==> config.mk <==
export PLATFORM = sky130hd
export DESIGN_NAME = hv_bundler
export DESIGN_NICKNAME = d
export VERILOG_FILES = /design/src/hdc_pkg.sv /design/src/hv_bundler.sv
export SDC_FILE = /design/constraint.sdc
export NUM_CORES = 2
export LEC_CHECK = 0
export BUFFER_PORTS_ARGS = -buffer_cell sky130_fd_sc_hd__clkbuf_2
export CORE_ASPECT_RATIO = 0.5
export CORE_UTILIZATION = 48
export DETAILED_ROUTE_END_ITERATION = 10
export PLACE_DENSITY = 0.72
export SYNTH_ARGS = -nofsm -noshare
export SYNTH_HDL_FRONTEND = slang
export SYNTH_SLANG_ARGS = --single-unit
==> constraint.sdc <==
create_clock -name clk -period 2.1 [get_ports clk]
set_clock_uncertainty 0.05 [all_clocks]
set_input_delay 0.105 -clock clk [delete_from_list [all_inputs] [get_ports clk]]
set_output_delay 0.105 -clock clk [all_outputs]
set_load 0.05 [all_outputs]
==> src/hdc_pkg.sv <==
package hdc_pkg;

    // instruction word and address field
    localparam int inst_w = 16;
    localparam int addr_w = 10;

    // instruction bit positions

    // needs an item address, load or write-back
    localparam int op_addr = 15;

    // reg_2 source taken from the rotator
    localparam int op_perm = 14;

    // with op_addr: load item into reg_2
    // without: reg_2 <= reg_1 ^ source
    localparam int op_xor = 13;

    // with op_addr: write-back to item memory
    // without: store the source
    localparam int op_store = 12;

    // copy source into reg_1
    localparam int op_wr_r1 = 11;

    // end of program
    localparam int op_last = 10;

    // reg_2 <= bundler sign vector, no address form only
    localparam int op_sign = 9;

    // bundler counter width
    localparam int cnt_w = 8;

endpackage

==> src/hv_bundler.sv <==
module hv_bundler #(
    parameter int DIM = 63
) (
    input  logic         clk,
    input  logic         arst_n,
    input  logic         run,
    input  logic         store,
    input  logic [DIM:0] core_result,
    output logic [DIM:0] sign_bit
);

    // symmetric bounds so that the most negative code is never reached
    localparam logic signed [hdc_pkg::cnt_w-1:0] CNT_MAX = (2 ** (hdc_pkg::cnt_w - 1)) - 1;
    localparam logic signed [hdc_pkg::cnt_w-1:0] CNT_MIN = -CNT_MAX;

    logic signed [hdc_pkg::cnt_w-1:0] cnt_q [DIM+1];

    for (genvar i = 0; i <= DIM; i++) begin : g_dim

        // up for a one, down for a zero, held at the bounds
        always_ff @(posedge clk or negedge arst_n) begin
            if (!arst_n) begin
                cnt_q[i] <= '0;
            end else if (!run) begin
                cnt_q[i] <= '0;
            end else if (store) begin
                if (core_result[i]) begin
                    if (cnt_q[i] != CNT_MAX) begin
                        cnt_q[i] <= cnt_q[i] + 1'b1;
                    end
                end else begin
                    if (cnt_q[i] != CNT_MIN) begin
                        cnt_q[i] <= cnt_q[i] - 1'b1;
                    end
                end
            end
        end

        // majority vote, a tie reads as zero
        assign sign_bit[i] = (cnt_q[i] > 0);

        a_cnt_bounds: assert property (
            @(posedge clk) disable iff (!arst_n)
            (cnt_q[i] >= CNT_MIN) && (cnt_q[i] <= CNT_MAX)
        );
    end

endmodule

==> impl_results.html <==
<table>
<tr><th>Metric</th><th>Value</th></tr>
<tr><th colspan="2">Run status</th></tr>
<tr><td>Result of the run</td><td>complete, but fails checks</td></tr>
<tr><td>Violations in the final reports</td><td>setup timing</td></tr>
<tr><th colspan="2">Die</th></tr>
<tr><td>Die outline width</td><td>between 400 and 500 um</td></tr>
<tr><td>Number of rows created at floorplan</td><td>75</td></tr>
<tr><td>Die height</td><td>~210 um</td></tr>
<tr><td>Total die area</td><td>between 80000 and 90000 um2</td></tr>
<tr><td>Area inside the core boundary</td><td>84500 um2</td></tr>
<tr><td>Number of I/O pins</td><td>132</td></tr>
<tr><td>Initial core utilization</td><td>0.489</td></tr>
<tr><th colspan="2">Drt</th></tr>
<tr><td>Antenna Nets Post-Route</td><td>0</td></tr>
<tr><td>Routed via count divided by cell count</td><td>6.02</td></tr>
<tr><td>Per-cell routed wire length</td><td>approximately 18 um</td></tr>
<tr><td>Drt total wl</td><td>122000 um</td></tr>
<tr><td>Number of DRC markers after the initial detailed-route iteration</td><td>2644</td></tr>
<tr><td>DR pass1 iterations</td><td>6</td></tr>
<tr><td>DR DRC count</td><td>0</td></tr>
<tr><td>Vias after detailed routing</td><td>40848</td></tr>
<tr><th colspan="2">GRT</th></tr>
<tr><td>Global-route wire length before repair</td><td>between 150000 and 200000 um</td></tr>
<tr><td>Maximum number of pins on one net before global-route repair</td><td>74</td></tr>
<tr><td>Gr usage total</td><td>0.243</td></tr>
<tr><td>Overflow left after global routing</td><td>0</td></tr>
<tr><td>Number of antenna violations at the first check in global routing</td><td>2</td></tr>
<tr><td>Via count of the first global-routing pass</td><td>39461</td></tr>
<tr><th colspan="2">Final layout</th></tr>
<tr><td>Flip-flop count of the largest register, all copies and words added</td><td>512</td></tr>
<tr><td>Biggest registers after layout</td><td>cnt_q (512)</td></tr>
<tr><td>Most frequent cells in the layout</td><td>sky130_fd_sc_hd__buf_4, sky130_fd_sc_hd__nor2_1, sky130_fd_sc_hd__dfrtp_1</td></tr>
<tr><td>Post-layout utilization of the core</td><td>0.666</td></tr>
<tr><td>Fin nets</td><td>6097</td></tr>
<tr><td>Design area</td><td>56300 um2</td></tr>
<tr><td>Ratio of cells with drive above 1 in the final layout</td><td>0.292</td></tr>
<tr><td>Most common library cell in the layout ignoring fill and taps</td><td>sky130_fd_sc_hd__buf_4</td></tr>
<tr><td>Register with the highest flop count</td><td>cnt_q</td></tr>
<tr><td>Syn-to-layout area delta</td><td>36.1%</td></tr>
<tr><td>Non-filler instance count after layout</td><td>6782</td></tr>
<tr><th colspan="2">Setup path</th></tr>
<tr><td>Required time of the critical path</td><td>1950 ps</td></tr>
<tr><td>Path type of the worst setup path</td><td>flip-flop to output port</td></tr>
<tr><td>Worst-path fanout max</td><td>2</td></tr>
<tr><td>Arrival time of data at the critical path endpoint</td><td>2100 ps</td></tr>
<tr><td>Number of cells on the worst reg-to-reg path</td><td>8</td></tr>
<tr><td>Reg-to-Reg Start</td><td>cnt_q[161]</td></tr>
<tr><td>Worst setup slack for register-to-register paths</td><td>-140 ps</td></tr>
<tr><td>Crit. Startpoint</td><td>cnt_q[25]</td></tr>
<tr><td>Type of element launching the critical path</td><td>flip-flop</td></tr>
<tr><td>Endpoint class of the critical path</td><td>output port</td></tr>
<tr><td>Endpoint of the most critical register-to-register path</td><td>cnt_q[167]</td></tr>
<tr><th colspan="2">Timing</th></tr>
<tr><td>RSZ-0062 raised after global routing</td><td>true</td></tr>
<tr><td>Number of setup violations in the final report</td><td>70</td></tr>
<tr><td>Number of max-slew violations in the final report</td><td>0</td></tr>
<tr><td>Least setup slack across all paths after layout</td><td>-151 ps</td></tr>
<tr><td>Final Hold Slack</td><td>108 ps</td></tr>
<tr><td>Final period util</td><td>1.07</td></tr>
<tr><td>Final number of hold-violating endpoints</td><td>0</td></tr>
<tr><td>Total negative setup slack</td><td>-4530 ps</td></tr>
<tr><td>Slew @ Worst Pin</td><td>between 600 and 700 ps</td></tr>
<tr><td>FMAX</td><td>about 440 MHz</td></tr>
<tr><td>Shortest period the worst path allows</td><td>2250 ps</td></tr>
<tr><td>Max transition margin</td><td>0.563</td></tr>
<tr><th colspan="2">Clocking</th></tr>
<tr><td>Num CTS Buffers</td><td>53</td></tr>
<tr><td>Clk pin slew, worst setup/hold paths</td><td>70 ps</td></tr>
<tr><td>Clock latency reported for the late side of the worst-skew pair</td><td>640 ps</td></tr>
<tr><td>Num Clock Sinks</td><td>512</td></tr>
<tr><td>Maximum buffer depth of the clock tree</td><td>3</td></tr>
<tr><td>CTS H-tree lvls</td><td>2</td></tr>
<tr><td>CTS tree</td><td>built</td></tr>
<tr><td>Cell at the root of the clock tree</td><td>sky130_fd_sc_hd__clkbuf_16</td></tr>
<tr><th colspan="2">Synth</th></tr>
<tr><td>Sequential cell area fraction in the yosys report</td><td>0.310</td></tr>
<tr><td>Ys flop type</td><td>sky130_fd_sc_hd__dfrtp_1</td></tr>
<tr><td>Post-synth net total</td><td>5346</td></tr>
<tr><td>Avg Cell Area, Syn</td><td>8.56 um2</td></tr>
<tr><td>Netlist cell types</td><td>80</td></tr>
<tr><td>Total standard cell area after synthesis</td><td>41300 um2</td></tr>
<tr><td>Yosys warning count</td><td>0</td></tr>
<tr><td>Number of enable-type register cells in the synthesized netlist</td><td>0</td></tr>
<tr><td>Syn Inst Count</td><td>4830</td></tr>
<tr><td>Fraction of registers with async set or reset after synthesis</td><td>1.00</td></tr>
<tr><td>FF+latch count, synth</td><td>512</td></tr>
<tr><th colspan="2">Job</th></tr>
<tr><td>Max-cap violations</td><td>0</td></tr>
<tr><th colspan="2">Power</th></tr>
<tr><td>Worst voltage drop across the vdd grid</td><td>0.000627 V</td></tr>
<tr><td>Power Density</td><td>approximately 780 nW/um2</td></tr>
<tr><td>Leak</td><td>24.1 nW</td></tr>
<tr><th colspan="2">Placed design</th></tr>
<tr><td>Standard cell area after detailed placement</td><td>46000 um2</td></tr>
<tr><td>RePlAce Congestion</td><td>0.906</td></tr>
<tr><td># port buffers</td><td>between 100 and 150</td></tr>
<tr><td>Placed cells</td><td>6347</td></tr>
<tr><td>Final HPWL from detailed placement</td><td>74400 um</td></tr>
<tr><th colspan="2">Hold path</th></tr>
<tr><td>Endpoint, Worst Hold</td><td>cnt_q[113]</td></tr>
<tr><td>Cells on Worst Hold Path</td><td>5</td></tr>
<tr><td>Critical hold path startpoint</td><td>core_result[49]</td></tr>
<tr><td>Min-delay worst type</td><td>primary input to flip-flop</td></tr>
</table>
==> critical path: stages (launching register included) <==
cell and delay (ps):
sky130_fd_sc_hd__dfrtp_1 390, sky130_fd_sc_hd__buf_6 120, sky130_fd_sc_hd__or4_4 550, sky130_fd_sc_hd__nor4_4 160, sky130_fd_sc_hd__nor2_2 90, sky130_fd_sc_hd__buf_8 160
==> cell usage after synthesis, drive strengths merged, types with 17 or more instances <==
cell type,number,share of area
nor2,566,0.052
dfrtp,512,0.31
ha,384,0.12
nand2,358,0.033
inv,338,0.031
a21oi,298,0.036
xnor2,255,0.054
nand3,244,0.030
o21ai,187,0.023
nor3,160,0.019
mux2i,126,0.031
o21a,110,0.020
clkbuf,105,0.0095
a31oi,102,0.015
o41ai,98,0.021
nor4,92,0.018
or3,85,0.013
a211oi,74,0.014
nor2b,73,0.011
o211ai,65,0.012
fa,64,0.031
a21boi,52,0.0094
nand4b,46,0.0097
or4,46,0.0090
buf,44,0.0066
nand4,40,0.0061
nand2b,29,0.0044
a41o,26,0.0063
and2,20,0.0031
and4b,18,0.0044
and3,17,0.0026
nor3b,17,0.0033
==> worst max path at each step <==
stage,to,depth (start not counted)
2_1_floorplan,cnt_q[273],6
4_1_cts,sign_bit[60],5
3_5_place_dp,cnt_q[150],7
3_3_place_gp,cnt_q[287],10
5_1_grt,sign_bit[60],5
6_report,sign_bit[60],5
==> routing by layer <==
metal | vias up | routed length, um | GRT usage | share of wire
li1 | 19183 | - | - | -
met5 | - | 0 | 0 | 0
met1 | 20070 | 50300 | 0.303 | 0.41
met3 | 360 | 5050 | 0.0267 | 0.042
met4 | 0 | 4140 | 0.0832 | 0.034
met2 | 1235 | 62200 | 0.437 | 0.51
==> area by class of cell <==
| type | count | area (um2) |
|---|---|---|
| Multi-Input combinational cell | 3833 | 31500 |
| Fill cell | 5990 | 28300 |
| Sequential cell | 512 | 12900 |
| Timing Repair Buffer | 843 | 7220 |
| Clock buffer | 78 | 1590 |
| Tap cell | 1155 | 1450 |
| Inverter | 338 | 1400 |
| Clock inverter | 21 | 272 |
| Antenna cell | 2 | 5.00 |
==> logic make-up (layout without fill, tap and decap cells) <==
group | after synthesis | count (layout) | share of synthesized area
XOR/XNOR | 263 | 263 | 0.0557
adder cells (fa/ha/maj) | 448 | 448 | 0.147
AND/OR/NAND/NOR | 1862 | 1862 | 0.227
buffers and inverters | 487 | 1280 | 0.0468
multiplexers | 129 | 129 | 0.0313
flip-flops | 512 | 512 | 0.310
AO/OA/AOI/OAI | 1129 | 1131 | 0.182
other | 0 | 2 | 0
==> where the power goes <==
group | switching, W | leakage (nW) | internal [W]
sequential | 0.00181 | 6.71 | 0.0112
combinational | 0.0106 | 16.4 | 0.00972
clock | 0.00447 | 0.908 | 0.00599
total | 0.0169 | 24.1 | 0.0269
==> metrics by stage <==
stage / worst slack (ps) / total power (W)
finish: -151 / 0.0438
global route: -240 / 0.0462
CTS: -229 / 0.0404
detailed placement: -123 / 0.0280
global placement: -87.4 / 0.0274
floorplan: 91.7 / 0.0238
==> timing repair <==
action | in CTS | in global routing
gates cloned | 1 | 1
setup endpoints to repair | 130 | 338
hold buffers | 67 | 0
pin swaps | 79 | 384
buffers inserted | 85 | 182
hold endpoints to repair | 677 | 0
gates resized for setup | 332 | 772
Note: power is estimated with default switching activity, not from simulation.
