File: src/hv_rng.sv
module hv_rng #(
    parameter int          DIM  = 63,
    parameter logic [31:0] SEED = 32'h2545f491
) (
    input  logic         clk,
    input  logic         arst_n,
    input  logic         gen,
    output logic [DIM:0] rand_num
);

    // one 32-bit xorshift lane per word of the vector
    localparam int LANES = (DIM + 1) / 32;

    logic [31:0] lane_q [LANES];

    // xorshift32 with shifts 13, 17, 5
    function automatic logic [31:0] xs32(input logic [31:0] x);
        logic [31:0] y;
        y = x ^ (x << 13);
        y = y ^ (y >> 17);
        y = y ^ (y << 5);
        return y;
    endfunction

    for (genvar l = 0; l < LANES; l++) begin : g_lane
        always_ff @(posedge clk or negedge arst_n) begin
            if (!arst_n) begin
                lane_q[l] <= SEED + 32'(l);
            end else if (gen) begin
                lane_q[l] <= xs32(lane_q[l]);
            end
        end

        assign rand_num[32*l +: 32] = lane_q[l];

        // a lane in the zero state stays at zero
        a_rng_nonzero: assert property (
            @(posedge clk) disable iff (!arst_n)
            lane_q[l] != '0
        );
    end

endmodule

File: config.mk
export PLATFORM = sky130hd
export DESIGN_NAME = hv_rng
export DESIGN_NICKNAME = d
export VERILOG_FILES = /design/src/hv_rng.sv
export SDC_FILE = /design/constraint.sdc
export NUM_CORES = 1
export LEC_CHECK = 0
export ABC_AREA = 1
export BUFFER_PORTS_ARGS = -buffer_cell sky130_fd_sc_hd__buf_2
export CAP_MARGIN = 20
export CORE_MARGIN = 2
export CORE_UTILIZATION = 55
export CTS_BUF_LIST = sky130_fd_sc_hd__clkbuf_2 sky130_fd_sc_hd__clkbuf_4 sky130_fd_sc_hd__clkbuf_8
export CTS_CLUSTER_SIZE = 40
export DETAILED_ROUTE_END_ITERATION = 16
export GPL_TIMING_DRIVEN = 0
export PLACE_DENSITY = 0.78
export SLEW_MARGIN = 20
export SYNTH_ARGS = -nofsm -noshare
export SYNTH_HDL_FRONTEND = slang
export SYNTH_SLANG_ARGS = --single-unit
export TNS_END_PERCENT = 30
File: constraint.sdc
create_clock -name clk -period 3.4 [get_ports clk]
set_input_delay 0.51 -clock clk [delete_from_list [all_inputs] [get_ports clk]]
set_output_delay 0.51 -clock clk [all_outputs]
set_load 0.01 [all_outputs]
==> impl_metrics.ini, run 1 <==
[layout]
antenna_cells = 0
final_nets = 781
post-route-util = 0.657
final_cells = 885
drive_above_1_share = 0.239
area_delta_synth_final_pct = 15.8
final_cell_mix = nand2_1, buf_2, nand3_1
final_common_cell = nand2_1
largest_reg_flops = 64

[yosys]
synthArstFlopShare = 1.00
synth_top_area_share = 0.342
ys_warn_count = 0
synth_compound_area_frac = 0.0407
syn_inst = 701
yosysSeqAreaShare = 0.375
synth_fp_nets = 704
synthXorXnorAreaFrac = 0.0482
synth-edff-count = 0
yosys.area.top_type = nand2_1
synth_fa_ha_area_frac = 0
ys.flop_type = dfrtp_1
muxShareOfSynthArea = 0
synth_top_family_by_area = simple AND/OR/NAND/NOR gates
synthTopCellsByArea = nand2_1, dfrtp_1, dfstp_2
netlist-cell-type-count = 17
synth.cell_area_sq_mm = 0.00436
synth_seq_cells = 64
avgSynthCellArea_sq_um = 6.23
synth-simple-area-share = 0.441

[worst_setup_path]
cp_data_arrival_time_ns = 1.12
cp_slowest_cell = dfstp_2
cp_top_family = flip-flops
critPathBufInv = 1
cp-startpoint = rand_num[50]
crit_chain = buf_2
r2r_slack_ns = 2.04
required_ns = 2.89
critPathKind = reg2out
crit_path_max_incr_delay_ns = 0.60
crit_path_end_kind = primary output
r2r-start = rand_num[12]
cp-start-kind = flop
crit_fanout = 7

[sta]
rsz0062_at_grt = no
fmax_mhz = 615
fin_crit_ns = 1.63
final.setup_skew_ns = 0.0131
fin_ws_ns = 1.77
tightest_slew_ns = 0.698
maxSlewViolCount = 0
post-route-period-util = 0.478
slew_headroom = 0.535
finalSetupViolations = 0
fin_setup_tns_ns = 0
hold_violations = 0

[grt]
antenna_found_initial = 0
track_usage = 0.294
grt_pass1_wl_um = 19900
grt_max_degree = 42
grt_pass1_vias = 4414
overflow = 0

[placement]
place_congestion = 0.896
dp_hpwl_um = 8810
io_buffers = 65
pre_cts_ws_ns = 1.80
dpl.cell_count = 869

[clocking]
insertion_delay_ns = 0.35
clk_pin_slew_worst_paths_ns = 0.08
cts_tree = yes
cts.sinks = 64
cts_resized = 0
cts-root-buf = clkbuf_8
numCtsBuffers = 9
cts_max_level = 3
postCtsHoldBufs = 0
cts_setup_buffers = 0
cts_buffer_depth = 2

[min_path]
hold_class = in2async

[outcome]
status = completed

[floorplan]
placementRows = 32
die_w_um = 93.1
ios = 67
start_util = 0.568
die_h_um = 93.1
die_area_sq_mm = 0.00866
coreArea_sq_mm = 0.00769

[drt]
vias = 4597
via_per_inst = 5.19
ant_nets = 0
post_drt_wl_per_cell_um = 13.7
dr.pass1.iters = 5
drt_iter0_markers = 141
drc = 0
routed_wl_um = 12100

[run]
cap_violations = 0
==> through the flow <==
step                hold WS (ns)  cell area, sq um
floorplan                  0.214              4360
global route              0.0623              5050
finish                    0.0456              5050
detailed placement         0.437              4840
global placement           0.482              4820
CTS                       0.0527              5050
==> cells by family (layout without fill, tap and decap cells) <==
logic type,Yosys count,in the layout
AOI/OAI and AO/OA,34,34
xor gates and xnor gates,24,24
buffers and inverters,99,181
DFF,64,64
and+or+nand+nor,480,480
==> synthesized netlist by cell type, types with 5 or more instances <==
cell type,number
nand2_1,398
nand3_1,54
inv_2,44
inv_1,41
dfrtp_1,36
dfstp_2,28
xnor2_1,24
nand2_2,22
o21ai_1,20
o21ai_0,8
nor2_1,6
buf_2,5
==> worst reg2reg max path: stages (launching register included) <==
cell and delay (ns):
dfstp_2 0.58, inv_2 0.04, nand2_1 0.08, nand2_2 0.10, nand2_1 0.08, nand2_1 0.11
inv_2 0.09, nand2_1 0.05, nand3_1 0.06, nand2_1 0.05
==> layout make-up <==
type | instances | area [sq um]
Multi-Input combinational cell | 538 | 2310
Clock buffer | 13 | 173
Buffer | 14 | 96.3
Sequential cell | 64 | 1640
Clock inverter | 3 | 40.0
Fill cell | 736 | 2640
Tap cell | 102 | 128
Timing Repair Buffer | 66 | 348
Inverter | 85 | 319
==> routing by layer <==
layer	share of wire	vias up	wire (um)	GRT usage
met3	0.054	38	659	0.0467
met4	0.034	0	409	0.147
li1	-	2290	-	-
met2	0.50	147	6080	0.522
met5	0	-	0	0
met1	0.41	2122	4960	0.343
==> worst paths after layout <==
| path | cells after the start | to |
|---|---|---|
| max | 1 | rand_num[50] |
| min | 1 | rand_num[49] |
| max reg2reg | 9 | rand_num[8] |
| min reg2reg | 2 | rand_num[44] |
| max in group asynchronous | 2 | rand_num[16] |
| min in group clk | 3 | rand_num[21] |
Power of run 1 is not shown: default switching activity piles up to over one toggle a cycle in this logic, so the estimate is an artifact.
==> run 2, diff against run 1 <==
- ABC_AREA: 1 -> 0
- PLACE_DENSITY: 0.78 -> 0.79
- clock period: 3.4 -> 1.7 ns (I/O delays scaled with it)
==> run 2 against run 1 <==
Die area shrank 15%. Critical path depth grew 4. Clock skew shrank 0.0053 ns. Via count shrank 49%. Non-clock buffer count shrank 3. Critical path type is now reg2reg.
==> impl_metrics.ini, run 2 <==
[worst_setup_path]
crit_fanout = 4
crit_chain = clkbuf_1 -> xnor2_1 -> xor3_1 -> nand2_1 -> xnor2_1
cp-start-kind = flop
required_ns = 1.97
crit_path_end_kind = flop
critPathKind = reg2reg
cp_data_arrival_time_ns = 1.82
cp_top_family = XOR/XNOR gates
cp_slowest_cell = dfstp_2
crit_path_max_incr_delay_ns = 0.53
critPathBufInv = 1
cpMostUsedCell = xnor2_1

[sta]
finalSetupViolations = 0
fin_setup_tns_ns = 0
tightest_slew_ns = 0.653
final.setup_skew_ns = 0.00784
rsz0062_at_grt = no
hold_violations = 0
maxSlewViolCount = 0
post-route-period-util = 0.913
fmax_mhz = 645
fin_crit_ns = 1.55
slew_headroom = 0.564

[drt]
route.met3.wl_um = 303
ant_nets = 0
routed_wl_um = 7250
wl_met2_um = 3600
via_per_inst = 4.92
dr.pass1.iters = 5
highest_layer = met4
drt_iter0_markers = 66
wl_met1_um = 3240
vias = 2360
post_drt_wl_per_cell_um = 15.1
drc = 0

[yosys]
synthTopCellsByArea = xnor2_1, dfrtp_1, dfstp_2
yosys.area.top_type = xnor2_1
synth.cell_area_sq_mm = 0.00370
ys_warn_count = 0
synth_top_area_share = 0.298
ys.flop_type = dfrtp_1
avgSynthCellArea_sq_um = 11.5
yosysMostFrequentCell = xnor2_1
synthTopCellsByCount = xnor2_1, nand2_1, dfrtp_1
synth-edff-count = 0
syn_inst = 321
yosysSeqAreaShare = 0.442
netlist-cell-type-count = 16
synth_fp_nets = 324
synth_seq_cells = 64
synthArstFlopShare = 1.00

[floorplan]
die_h_um = 86.0
start_util = 0.576
placementRows = 29
die_area_sq_mm = 0.00740
ios = 67
die_w_um = 86.0
coreArea_sq_mm = 0.00642

[grt]
grt_pass1_vias = 2353
antenna_found_initial = 0
grt_max_degree = 37
grt_pass1_wl_um = 12000
track_usage = 0.211
overflow = 0

[clocking]
cts_max_level = 3
numCtsBuffers = 9
cts_tree = yes
cts_buffer_depth = 2
cts-root-buf = clkbuf_8
cts.sinks = 64
clk_pin_slew_worst_paths_ns = 0.07
insertion_delay_ns = 0.35

[placement]
place_congestion = 0.766
io_buffers = 66
dp_hpwl_um = 5210
placed_area_sq_mm = 0.00415

[layout]
largest_reg_flops = 64
final_cell_mix = xnor2_1, buf_2, nand2_1
antenna_cells = 0
drive_above_1_share = 0.313
final_area_sq_mm = 0.00435
final_common_cell = xnor2_1
area_delta_synth_final_pct = 17.6
final_nets = 401
fill_cells = 523

[outcome]
status = completed

[run]
cap_violations = 0

[min_path]
hold_class = in2reg
-- run 2: worst paths after layout --
kind,from,endpoint,slack (ns),depth (start not counted)
worst max-delay path,rand_num[15],rand_num[11],0.15,5
worst min-delay path,gen,rand_num[36],0.21,3
worst max register to register,rand_num[15],rand_num[11],0.15,5
worst min register to register,rand_num[56],rand_num[56],0.50,1
max in group asynchronous,arst_n,rand_num[18],0.73,3
min in group asynchronous,arst_n,rand_num[62],0.38,2
-- run 2: layer usage --
layer / vias to the layer above / global-route usage
met5: - / 0
met4: 0 / 0.0736
met3: 10 / 0.0491
met2: 50 / 0.350
met1: 1161 / 0.273
li1: 1139 / -
-- run 2: final cells by class --
| type | count | area [sq um] | area share |
|---|---|---|---|
| clock buffers | 14 | 186 | 0.0428 |
| plain buffers | 9 | 40.0 | 0.00920 |
| clock inverters | 2 | 12.5 | 0.00287 |
| multi-input cells | 246 | 2020 | 0.464 |
| well taps | 77 | 96.3 | 0.0221 |
| flip-flops and latches | 64 | 1640 | 0.376 |
| repair buffers | 68 | 363 | 0.0833 |
-- run 2: cell families after synthesis --
| family | Yosys count | share of synthesized area |
|---|---|---|
| xor+xnor | 162 | 0.411 |
| buf+inv | 11 | 0.0125 |
| flops | 64 | 0.442 |
| mux | 20 | 0.0575 |
| simple gates | 64 | 0.0771 |
-- run 2: per-stage QoR --
| step | hold slack (ns) | utilization | cells | worst slack, ns |
|---|---|---|---|---|
| finish | 0.214 | 0.678 | 480 | 0.149 |
| global route | 0.224 | 0.678 | 480 | 0.0152 |
| CTS | 0.203 | 0.678 | 481 | 0.0672 |
| detailed placement | 0.208 | 0.646 | 465 | 0.0130 |
| global placement | 0.490 | 0.643 | 464 | 0.0391 |
| floorplan | -0.0406 | - | 321 | 0.148 |
-- run 2: worst register-to-register path, delay by kind of cell, from the launching register on --
| kind | cells | cell delay [ns] |
|---|---|---|
| xor+xnor | 3 | 0.63 |
| simple gates | 1 | 0.09 |
| buf+inv | 1 | 0.23 |
| flops | 1 | 0.53 |
-- run 2: what timing repair did --
| item | 4_1_cts | 5_1_grt |
|---|---|---|
| hold buffers | 1 | 0 |
| setup endpoints to repair | 1 | 2 |
| endpoints found under the hold margin | 13 | 0 |
| resized for setup | 0 | 1 |
| setup buffers | 0 | 0 |
Power of run 2 is left out for the same reason.
==> run 3, diff against run 2 <==
- ABC_AREA: 0 -> 1
- PLACE_DENSITY: 0.79 -> 0.78
==> run 3 against run 2 <==
Global-route usage increased by 8.3 points. Critical path depth is 4 lower. Non-clock buffer count up 4. Final cell count rose by 85%. Sequential share of layout area down 5.3 points. Clock skew increased by 0.0066 ns. Count of clock-buffer cells in the layout decreased by 1. Fmax up 13%.
==> impl_metrics.ini, run 3 (synthesis gave the netlist of run 1 again) <==
[sta]
finalSetupViolations = 0
tightest_slew_ns = 0.692
fin_setup_tns_ns = 0
hold_violations = 0
fmax_mhz = 730
rsz0062_at_grt = no
final.setup_skew_ns = 0.0144
holdWs_ns = 0.183
post-route-period-util = 0.806
maxSlewViolCount = 0
fin_crit_ns = 1.37
slew_headroom = 0.539

[worst_setup_path]
cp_num_cells = 1
crit_chain = buf_2
crit_fanout = 7
cp-start-kind = flop
critPathKind = reg2out
required_ns = 1.44
cp_slowest_cell = dfstp_2
cp_top_family = flip-flops
reg2reg_depth = 9
critPathBufInv = 1
cp_data_arrival_time_ns = 1.12
crit_path_end_kind = primary output
crit_path_max_incr_delay_ns = 0.60

[layout]
area_delta_synth_final_pct = 16.0
final_cells = 886
final_cell_mix = nand2_1, buf_2, nand3_1
post-route-util = 0.659
final_nets = 782
drive_above_1_share = 0.239
largest_reg_flops = 64
final_common_cell = nand2_1
antenna_cells = 0

[drt]
vias = 4588
via_per_inst = 5.18
routed_wl_um = 12100
dr.pass1.iters = 5
drt_iter0_markers = 162
drc = 0
ant_nets = 0
post_drt_wl_per_cell_um = 13.6

[grt]
grt_pass1_vias = 4420
grt_pass1_wl_um = 19900
grt_max_degree = 42
antenna_found_initial = 0
overflow = 0
track_usage = 0.294

[floorplan]
placementRows = 32
die_w_um = 93.1
ios = 67
coreArea_sq_mm = 0.00769
die_area_sq_mm = 0.00866
die_h_um = 93.1
start_util = 0.568

[min_path]
holdPathStages = 3
hold_class = in2reg

[placement]
place_congestion = 0.896
io_buffers = 65
dp_hpwl_um = 8810
dpl.cell_count = 869

[clocking]
numCtsBuffers = 9
cts_buffer_depth = 2
cts_tree = yes
cts-root-buf = clkbuf_8
cts.sinks = 64
clk_pin_slew_worst_paths_ns = 0.07
cts_max_level = 3
insertion_delay_ns = 0.35

[run]
cap_violations = 0

[outcome]
status = completed
run 3: repair_timing:
action | in CTS | in global routing
gates resized for setup | 0 | 0
hold buffers | 1 | 0
setup buffers | 0 | 0
endpoints found under the hold margin | 12 | 0
run 3: final cells by class:
type	instances	area, sq um
Timing Repair Buffer	67	358
Tap cell	102	128
Multi-Input combinational cell	538	2310
Fill cell	734	2630
Clock inverter	3	40.0
Clock buffer	13	173
Inverter	85	319
Buffer	14	96.3
Sequential cell	64	1640
run 3: stage by stage:
stage,setup slack (ns),area (sq um)
2_1_floorplan,0.497,4360
3_3_place_gp,0.0799,4820
3_5_place_dp,0.355,4840
4_1_cts,0.324,5060
5_1_grt,0.230,5060
6_report,0.330,5060
run 3: metal layers:
layer,track usage,share of wire
met5,0,0
met4,0.147,0.033
met3,0.0467,0.061
met2,0.522,0.50
met1,0.343,0.40
run 3: path summary, 6_finish.rpt:
check,start,endpoint,slack (ns)
setup / recovery,rand_num[50],rand_num[50],0.33
hold / removal,gen,rand_num[21],0.18
setup reg to reg,rand_num[12],rand_num[8],0.34
hold reg to reg,rand_num[44],rand_num[44],0.50
max in group asynchronous,arst_n,rand_num[4],0.74
min in group asynchronous,arst_n,rand_num[49],0.34
Power of run 3 is left out for the same reason.
