--- src/hdc_pkg.sv ---
package hdc_pkg;

    // instruction word and address field
    localparam int inst_w = 16;
    localparam int addr_w = 10;

    // instruction bit positions

    // needs an item address, load or write-back
    localparam int op_addr = 15;

    // reg_2 source taken from the rotator
    localparam int op_perm = 14;

    // with op_addr: load item into reg_2
    // without: reg_2 <= reg_1 ^ source
    localparam int op_xor = 13;

    // with op_addr: write-back to item memory
    // without: store the source
    localparam int op_store = 12;

    // copy source into reg_1
    localparam int op_wr_r1 = 11;

    // end of program
    localparam int op_last = 10;

    // reg_2 <= bundler sign vector, no address form only
    localparam int op_sign = 9;

    // bundler counter width
    localparam int cnt_w = 8;

endpackage

--- src/hv_permute.sv ---
module hv_permute #(
    parameter int DIM = 63
) (
    input  logic [DIM:0]               perm_in,
    input  logic [hdc_pkg::addr_w-1:0] perm_shift,
    output logic [DIM:0]               perm_out
);

    localparam int SW = $clog2(DIM + 1);

    logic [SW-1:0] shift_mod;
    logic [DIM:0]  stage [SW+1];

    // rotate amount modulo the vector length
    // reduces to a bit select when DIM+1 is a power of two
    assign shift_mod = SW'(perm_shift % (DIM + 1));

    assign stage[0] = perm_in;

    // one stage per shift bit, stage k rotates left by 2**k
    for (genvar k = 0; k < SW; k++) begin : g_stage
        localparam int R = 2 ** k;

        always_comb begin
            if (shift_mod[k]) begin
                stage[k+1] = {stage[k][DIM-R:0], stage[k][DIM:DIM-R+1]};
            end else begin
                stage[k+1] = stage[k];
            end
        end
    end

    assign perm_out = stage[SW];

endmodule

--- config.mk ---
export PLATFORM = sky130hd
export DESIGN_NAME = hv_permute
export DESIGN_NICKNAME = d
export VERILOG_FILES = /design/src/hdc_pkg.sv /design/src/hv_permute.sv
export SDC_FILE = /design/constraint.sdc
export NUM_CORES = 1
export LEC_CHECK = 0
export ABC_AREA = 1
export BUFFER_PORTS_ARGS = -buffer_cell sky130_fd_sc_hd__buf_2
export CAP_MARGIN = 20
export CORE_ASPECT_RATIO = 1.4
export CORE_MARGIN = 10
export CORE_UTILIZATION = 40
export DETAILED_ROUTE_END_ITERATION = 8
export SYNTH_ARGS = -nofsm -noshare
export SYNTH_HDL_FRONTEND = slang
export SYNTH_SLANG_ARGS = --single-unit
--- constraint.sdc ---
create_clock -name vclk -period 1.34
set_input_delay 0.067 -clock vclk [all_inputs]
set_output_delay 0.067 -clock vclk [all_outputs]
set_load 0.05 [all_outputs]
==> impl_metrics.toml, run 1 <==
[timing]
finalCritPeriodShare_pct = 121
hold_viol_final = 0
tns_ps = -11950
maxSlewViolCount = 0
setup_viol = 64
period_minus_slack_ps = 1620
grt_setup_unrepaired = "true"
finalHoldWorstSlack_ps = 707
relSlewSlack_pct = 75.1
tightest_slew_ps = 373
setup_ws_ps = -282
fmax_mhz = 616

[min_path]
hold_path_class = "in -> out"
holdPathEnd = "perm_out[5]"
hold_depth = 6
hp-start = "perm_shift[4]"

[grt]
grt_max_degree = 64
grt_pass1_vias = 7349
antenna_found_initial = 0
overflow = 0
grt_pass1_wl_um = 38200
grt_usage_pct = 29.2

[route]
routed-via-count = 8270
drtIter0Drc = 1391
postRouteAntennaNets = 0
drt-pass1-iter-count = 7
drc_errors = 0
viasPerCell = 6.77
routed_wirelength_um = 27000
wl_per_cell_um = 22.1

[finish]
syn2layout_area_growth_pct = 70.6
nets = 1156
seq_cells = 0
instances_no_fill = 1221
drive_gt1_share_pct = 46.9
n_clock_buffer = 0
fillers = 939
antennaDiodeCount = 0
multi_input_area_um2 = 5550
stdcell_area_um2 = 7610
regArea_um2 = 0

[power]
ir_worst_vdd_mv = 0.520
p_seq_share_pct = 0
switching_share_pct = 66.9
power.density_nw_per_um2 = 620
p_switching_w = 0.00316
intPower_w = 0.00156
leakagePower_nw = 3.84
combPwrFrac_pct = 100.0
p_clk_share_pct = 0

[synth]
avgSynthCellArea_um2 = 4.55
synth.most_common_cell = "nand3_1"
synth_commonest_cells = "512 x nand3_1, 384 x nand2_1, 48 x buf_2"
syn_inst = 980
syn-num-nets = 1054
yosys.cell_types.count = 8
ys_warn_count = 0
synth_top_area_cell = "nand3_1"
syn_area_um2 = 4460
synth-seq-area-share_pct = 0
netlist_top_cells_area = "nand3_1 57%, nand2_1 32%, buf_2 5.4%, buf_4 2.4%, buf_6 1.0%"
synth_top_area_share_pct = 57.4

[worst_setup_path]
worstPathArrival_ps = 1560
cp_max_fo = 6
critPathLaunchType = "primary input"
critPathMaxStageDelay_ps = 200
worst-path-stages = 11
path_cells = "buf_12 > buf_16 > nand2_1 > nand3_1 > nand3_1 > nand3_2 > nand3_1 > nand2_1 > nand2_1 > nand2_1 > buf_6"
slowest_stage = "nand2_1"
crit_required_ps = 1270
cp_top_family = "simple AND/OR/NAND/NOR gates"
path_class = "in -> out"
critical_path_buf_inv_count = 3
end_kind = "output port"
crit_top_cell = "nand2_1"

[place]
routabilityCongestion = 1.04
dp_cells = 1213
dp_hpwl_um = 18000
portBuffers = 134
dpl_cell_area_um2 = 5390

[floorplan]
core_um2 = 10900
fp.dieW_um = 109
top_level_ports = 138
initial_core_util_pct = 41.1
die_area_um2 = 15800
rows = 45
die_h_um = 145

[outcome]
status = "complete, but fails checks"
violations = "negative setup slack"

[flow_run]
drv_cap = 0
## power by group through the flow
| stage | Clock, W | Combinational, W | Sequential, W |
|---|---|---|---|
| floorplan | 0 | 0.00257 | 0 |
| global placement | 0 | 0.00352 | 0 |
| detailed placement | 0 | 0.00353 | 0 |
| CTS | 0 | 0.00419 | 0 |
| global route | 0 | 0.00498 | 0 |
| finish | 0 | 0.00472 | 0 |
## how the worst max path moves through the flow
stage / start / to / slack (ps)
after detailed placement: perm_shift[0] / perm_out[25] / -330
after CTS: perm_shift[0] / perm_out[20] / -130
after global routing: perm_shift[0] / perm_out[38] / -340
final: perm_shift[0] / perm_out[38] / -280
after floorplan: perm_shift[0] / perm_out[25] / 20
after global placement: perm_shift[0] / perm_out[51] / -300
## timing repair
action | 4_1_cts | 5_1_grt
buffers inserted | 1 | 0
endpoints found under the setup margin | 64 | 64
hold buffers | 0 | 0
gates cloned | 7 | 0
pin swaps | 16 | 11
resized for setup | 260 | 218
## cells in the final DEF (no fill, tap or decap), drive strengths merged
master,Yosys,routed
bufbuf,0,1
nand2,384,384
inv,6,6
nand3,512,512
buf,72,177
## area by class of cell
cell class	instances	share of cell area, %
well taps	141	2.32
inverters	6	0.559
repair buffers	178	24.2
multi-input cells	896	72.9
## metrics by stage
step,total power (W),setup WS (ps),util [%]
floorplan,0.00257,24.6,-
global placement,0.00352,-300,49.6
detailed placement,0.00353,-325,49.6
CTS,0.00419,-134,60.5
global route,0.00498,-340,70.0
finish,0.00472,-282,70.0
## routing by layer
layer	vias up	GRT usage, %	part of all wire, %
li1	3595	-	-
met1	3733	37.8	36
met4	0	14.6	7.4
met5	-	0	0
met3	198	6.73	13
met2	744	43.8	43
## cells by family (layout without fill, tap and decap cells)
| logic type | Yosys count | count (layout) | synth area share (%) |
|---|---|---|---|
| and+or+nand+nor | 896 | 896 | 89.7 |
| buffers and inverters | 84 | 184 | 10.3 |
Power figures use the tool's default switching activity.
==> run 2: changes to the inputs <==
--- a/config.mk
+++ b/config.mk
@@ -5,11 +5,9 @@
 export SDC_FILE = /design/constraint.sdc
 export NUM_CORES = 1
 export LEC_CHECK = 0
-export ABC_AREA = 1
 export BUFFER_PORTS_ARGS = -buffer_cell sky130_fd_sc_hd__buf_2
 export CAP_MARGIN = 20
 export CORE_ASPECT_RATIO = 1.4
-export CORE_MARGIN = 10
 export CORE_UTILIZATION = 40
 export DETAILED_ROUTE_END_ITERATION = 8
 export SYNTH_ARGS = -nofsm -noshare
==> run 2 against run 1 <==
The run still ends with negative setup slack left; global-route usage down 1.2 points; utilization is 15 points lower; routed wire length down 39%; via count decreased by 50%; combinational power grew 13%; final cell count down 58%; count of clock-buffer cells in the layout unchanged; sequential cell count did not move; synthesized cell count fell by 76%; sequential share of layout area unchanged; non-clock buffer count is 2 higher; critical endpoint is now perm_out[35].
==> impl_metrics.toml, run 2 <==
[finish]
syn2layout_area_growth_pct = 35.6
seq_cells = 0
instances_no_fill = 516
layout_common_cells = "190 x mux4_2, 67 x buf_2, 62 x buf_6, 26 x buf_4, 14 x buf_12"
drive_gt1_share_pct = 99.5
regArea_um2 = 0
antennaDiodeCount = 0
fillers = 913
n_clock_buffer = 0
final_common_cell = "mux4_2"
final_core_util_pct = 55.4
nets = 448

[power]
ir_worst_vdd_mv = 0.324
leakagePower_nw = 2.23
finalPower_w = 0.00534
power.density_nw_per_um2 = 855

[route]
routed_wirelength_um = 16500
postRouteAntennaNets = 0
viasPerCell = 8.08
wl_per_cell_um = 31.9
routed-via-count = 4170
drc_errors = 0
drt-pass1-iter-count = 5
drtIter0Drc = 527

[timing]
finalHoldWorstSlack_ps = 816
finalCritPeriodShare_pct = 170
setup_viol = 64
setup_ws_ps = -937
tns_ps = -56800
relSlewSlack_pct = 81.0
grt_setup_unrepaired = "true"
period_minus_slack_ps = 2280
hold_viol_final = 0
maxSlewViolCount = 0
tightest_slew_ps = 285
fmax_mhz = 439

[min_path]
hold_path_class = "in -> out"
holdPathEnd = "perm_out[29]"
hold_depth = 4
hp-start = "perm_shift[4]"

[synth]
yosys.cell_types.count = 8
synth-seq-area-share_pct = 0
netlist_top_cells_area = "mux4_2 92%, buf_12 2.2%, mux4_1 1.7%, clkbuf_1 1.4%, buf_1 0.81%"
synth_top_area_share_pct = 92.3
avgSynthCellArea_um2 = 19.7
synth.most_common_cell = "mux4_2"
synth_top_area_cell = "mux4_2"
syn-num-nets = 308
syn_inst = 234
syn_area_um2 = 4610
synth_commonest_cells = "189 x mux4_2, 17 x clkbuf_1, 10 x buf_1"
ys_warn_count = 0

[floorplan]
initial_core_util_pct = 40.9
top_level_ports = 138
rows = 46
die_area_um2 = 12000
core_um2 = 11300
die_h_um = 129
fp.dieW_um = 92.7

[grt]
grt_usage_pct = 28.0
antenna_found_initial = 0
grt_pass1_wl_um = 24800
grt_max_degree = 33
overflow = 0
grt_pass1_vias = 3955

[place]
routabilityCongestion = 0.988
portBuffers = 134
dp_cells = 509
dp_hpwl_um = 13700

[worst_setup_path]
critPathMaxStageDelay_ps = 710
worstPathArrival_ps = 2210
critical_path_buf_inv_count = 2
cp_top_family = "multiplexers"
worst-path-stages = 5
cp_max_fo = 7
slowest_stage = "mux4_1"
critPathLaunchType = "primary input"
path_cells = "buf_16 > mux4_1 > mux4_2 > mux4_2 > buf_6"
crit_required_ps = 1270
end_kind = "output port"
crit_top_cell = "mux4_2"
path_class = "in -> out"

[outcome]
status = "complete, but fails checks"
violations = "negative setup slack"

[clock_network]
cts_hold_buf = 0

[flow_run]
drv_cap = 0
## run 2: cell types whose count changed after synthesis, sizes merged
cell / change
buf: -47
clkbuf: +11
inv: -6
mux4: +192
nand2: -384
nand3: -512
## run 2: stage by stage
step           instance area (um2)  setup WS [ps]
2_1_floorplan                 4650           -730
3_3_place_gp                  5620          -1120
3_5_place_dp                  5620          -1150
4_1_cts                       6240           -914
5_1_grt                       6250           -943
6_report                      6250           -937
## run 2: worst max-delay path by stage
stage	slack (ps)	endpoint	start
final	-940	perm_out[35]	perm_shift[1]
after global routing	-940	perm_out[40]	perm_shift[1]
after CTS	-910	perm_out[51]	perm_shift[1]
after detailed placement	-1150	perm_out[35]	perm_shift[1]
after global placement	-1120	perm_out[56]	perm_shift[1]
after floorplan	-730	perm_out[4]	perm_shift[1]
## run 2: routing by layer
metal	vias up	part of all wire, %	GRT usage (%)	routed length [um]
li1	1523	-	-	-
met1	2156	32	36.7	5220
met2	433	52	49.0	8600
met3	58	10	1.88	1730
met4	0	5.7	11.4	932
met5	-	0	0	0
## run 2: area by class of cell
cell class	instances	area (um2)	area share [%]
Multi-Input combinational cell	192	4330	69.3
Tap cell	144	180	2.88
Timing Repair Buffer	180	1740	27.8
## run 2: cell families after synthesis
group                  count (synthesis)  share of synthesized area (%)
buffers and inverters                 42                           5.94
multiplexers                         192                           94.1
## run 2: timing repair
action,in CTS,in global routing
hold endpoints to repair,0,0
cloned,4,0
gates resized for setup,157,0
setup buffers,2,1
setup endpoints to repair,64,64
## run 2: power by group
part / internal [W] / total [W] / switching, W
Sequential: 0 / 0 / 0
Combinational: 0.00237 / 0.00534 / 0.00297
Clock: 0 / 0 / 0
Total: 0.00237 / 0.00534 / 0.00297
==> run 3: changes to the inputs <==
--- a/config.mk
+++ b/config.mk
@@ -7,7 +7,7 @@
 export LEC_CHECK = 0
 export BUFFER_PORTS_ARGS = -buffer_cell sky130_fd_sc_hd__buf_2
 export CAP_MARGIN = 20
-export CORE_ASPECT_RATIO = 1.4
+export CORE_ASPECT_RATIO = 0.75
 export CORE_UTILIZATION = 40
 export DETAILED_ROUTE_END_ITERATION = 8
 export SYNTH_ARGS = -nofsm -noshare
==> run 3 against run 2 <==
The run still ends with negative setup slack left; global-route usage grew 0.99 points; critical path depth increased by 1; non-clock buffer count decreased by 6; final cell count down 1.9%.
==> impl_metrics.toml, run 3 (synthesized netlist as in run 2, its figures left out) <==
[outcome]
status = "complete, but fails checks"
violations = "negative setup slack"

[finish]
n_clock_buffer = 0
final_common_cell = "mux4_2"
instances_no_fill = 506
final_core_util_pct = 56.1
drive_gt1_share_pct = 100
seq_cells = 0
regArea_um2 = 0
antennaDiodeCount = 0
syn2layout_area_growth_pct = 34.6
nets = 442
layout_common_cells = "192 x mux4_2, 67 x buf_2, 61 x buf_6, 20 x buf_4, 16 x buf_12"
fillers = 858

[timing]
grt_setup_unrepaired = "true"
maxSlewViolCount = 0
fmax_mhz = 437
tightest_slew_ps = 207
hold_viol_final = 0
setup_viol = 64
setup_ws_ps = -948
period_minus_slack_ps = 2290
relSlewSlack_pct = 86.2
finalCritPeriodShare_pct = 171

[route]
drt-pass1-iter-count = 4
routed_wirelength_um = 16800
routed-via-count = 4126
viasPerCell = 8.15
postRouteAntennaNets = 0
wl_per_cell_um = 33.2
drc_errors = 0
drtIter0Drc = 431

[power]
finalPower_w = 0.00539
p_seq_share_pct = 0
switching_share_pct = 56.0
intPower_w = 0.00237
p_switching_w = 0.00302
ir_worst_vdd_mv = 0.491
p_clk_share_pct = 0
combPwrFrac_pct = 100.0
leakagePower_nw = 2.20
power.density_nw_per_um2 = 868

[place]
dp_hpwl_um = 13800
dp_cells = 501
routabilityCongestion = 0.921
portBuffers = 134
dp_slack_ps = -1120

[worst_setup_path]
crit_required_ps = 1270
startpoint = "perm_shift[1]"
path_class = "in -> out"
worstPathArrival_ps = 2220
endpoint = "perm_out[44]"
end_kind = "output port"
critPathLaunchType = "primary input"
cp_max_fo = 8

[grt]
grt_pass1_vias = 3904
grt_usage_pct = 29.0
grt.busiest_layer = "met2"
met3_usage_pct = 8.16
grt_pass1_wl_um = 25500
use_met1_pct = 40.7
grt_max_degree = 31
overflow = 0
antenna_found_initial = 0
grt_util_met2_pct = 45.4

[floorplan]
top_level_ports = 138
initial_core_util_pct = 41.7
die_area_um2 = 12000
fp.dieW_um = 126
rows = 33
die_h_um = 95.0
core_um2 = 11100

[min_path]
hold_path_class = "in -> out"

[flow_run]
drv_cap = 0
[run 3: through the flow]
| stage | hold WS (ps) | area, um2 | setup TNS (ps) |
|---|---|---|---|
| 6_report | 650 | 6200 | -57110 |
| 4_1_cts | 651 | 6200 | -56090 |
| 3_5_place_dp | 737 | 5650 | -68560 |
| 3_3_place_gp | 741 | 5650 | -66890 |
| 5_1_grt | 664 | 6200 | -58810 |
| 2_1_floorplan | 774 | 4650 | -46600 |
[run 3: metal layers]
metal | vias up | part of all wire (%)
met5 | - | 0
met4 | 0 | 2.4
met3 | 31 | 16
met2 | 447 | 47
met1 | 2138 | 35
li1 | 1510 | -
[run 3: cell type report]
cell class / count / area [um2] / area share (%)
multi-input combinational: 192 / 4320 / 69.7
timing repair buffer: 174 / 1710 / 27.5
tap: 140 / 175 / 2.82
[run 3: power groups by stage]
| stage | logic [W] | clock network, W | registers, W |
|---|---|---|---|
| after floorplan | 0.00350 | 0 | 0 |
| after global placement | 0.00458 | 0 | 0 |
| after detailed placement | 0.00465 | 0 | 0 |
| after CTS | 0.00531 | 0 | 0 |
| after global routing | 0.00554 | 0 | 0 |
| final | 0.00539 | 0 | 0 |
[run 3: worst min-delay path by stage]
stage               slack, ps          start           to  depth (start not counted)
floorplan                 770  perm_shift[2]  perm_out[3]                          2
global placement          740  perm_shift[2]  perm_out[0]                          3
detailed placement        740  perm_shift[2]  perm_out[0]                          3
CTS                       650  perm_shift[2]  perm_out[0]                          3
global route              660  perm_shift[2]  perm_out[0]                          3
finish                    650  perm_shift[2]  perm_out[0]                          3
[run 3: critical path, stage by stage]
cell	delay, ps
buf_16	110
buf_12	130
mux4_2	620
mux4_2	580
mux4_2	540
buf_8	170
[run 3: repair_timing]
action | CTS | global route
gates resized for setup | 147 | 0
setup buffers | 1 | 0
hold endpoints to repair | 0 | 0
pin swaps | 0 | 0
setup endpoints to repair | 64 | 64
cloned | 4 | 0
hold buffers | 0 | 0
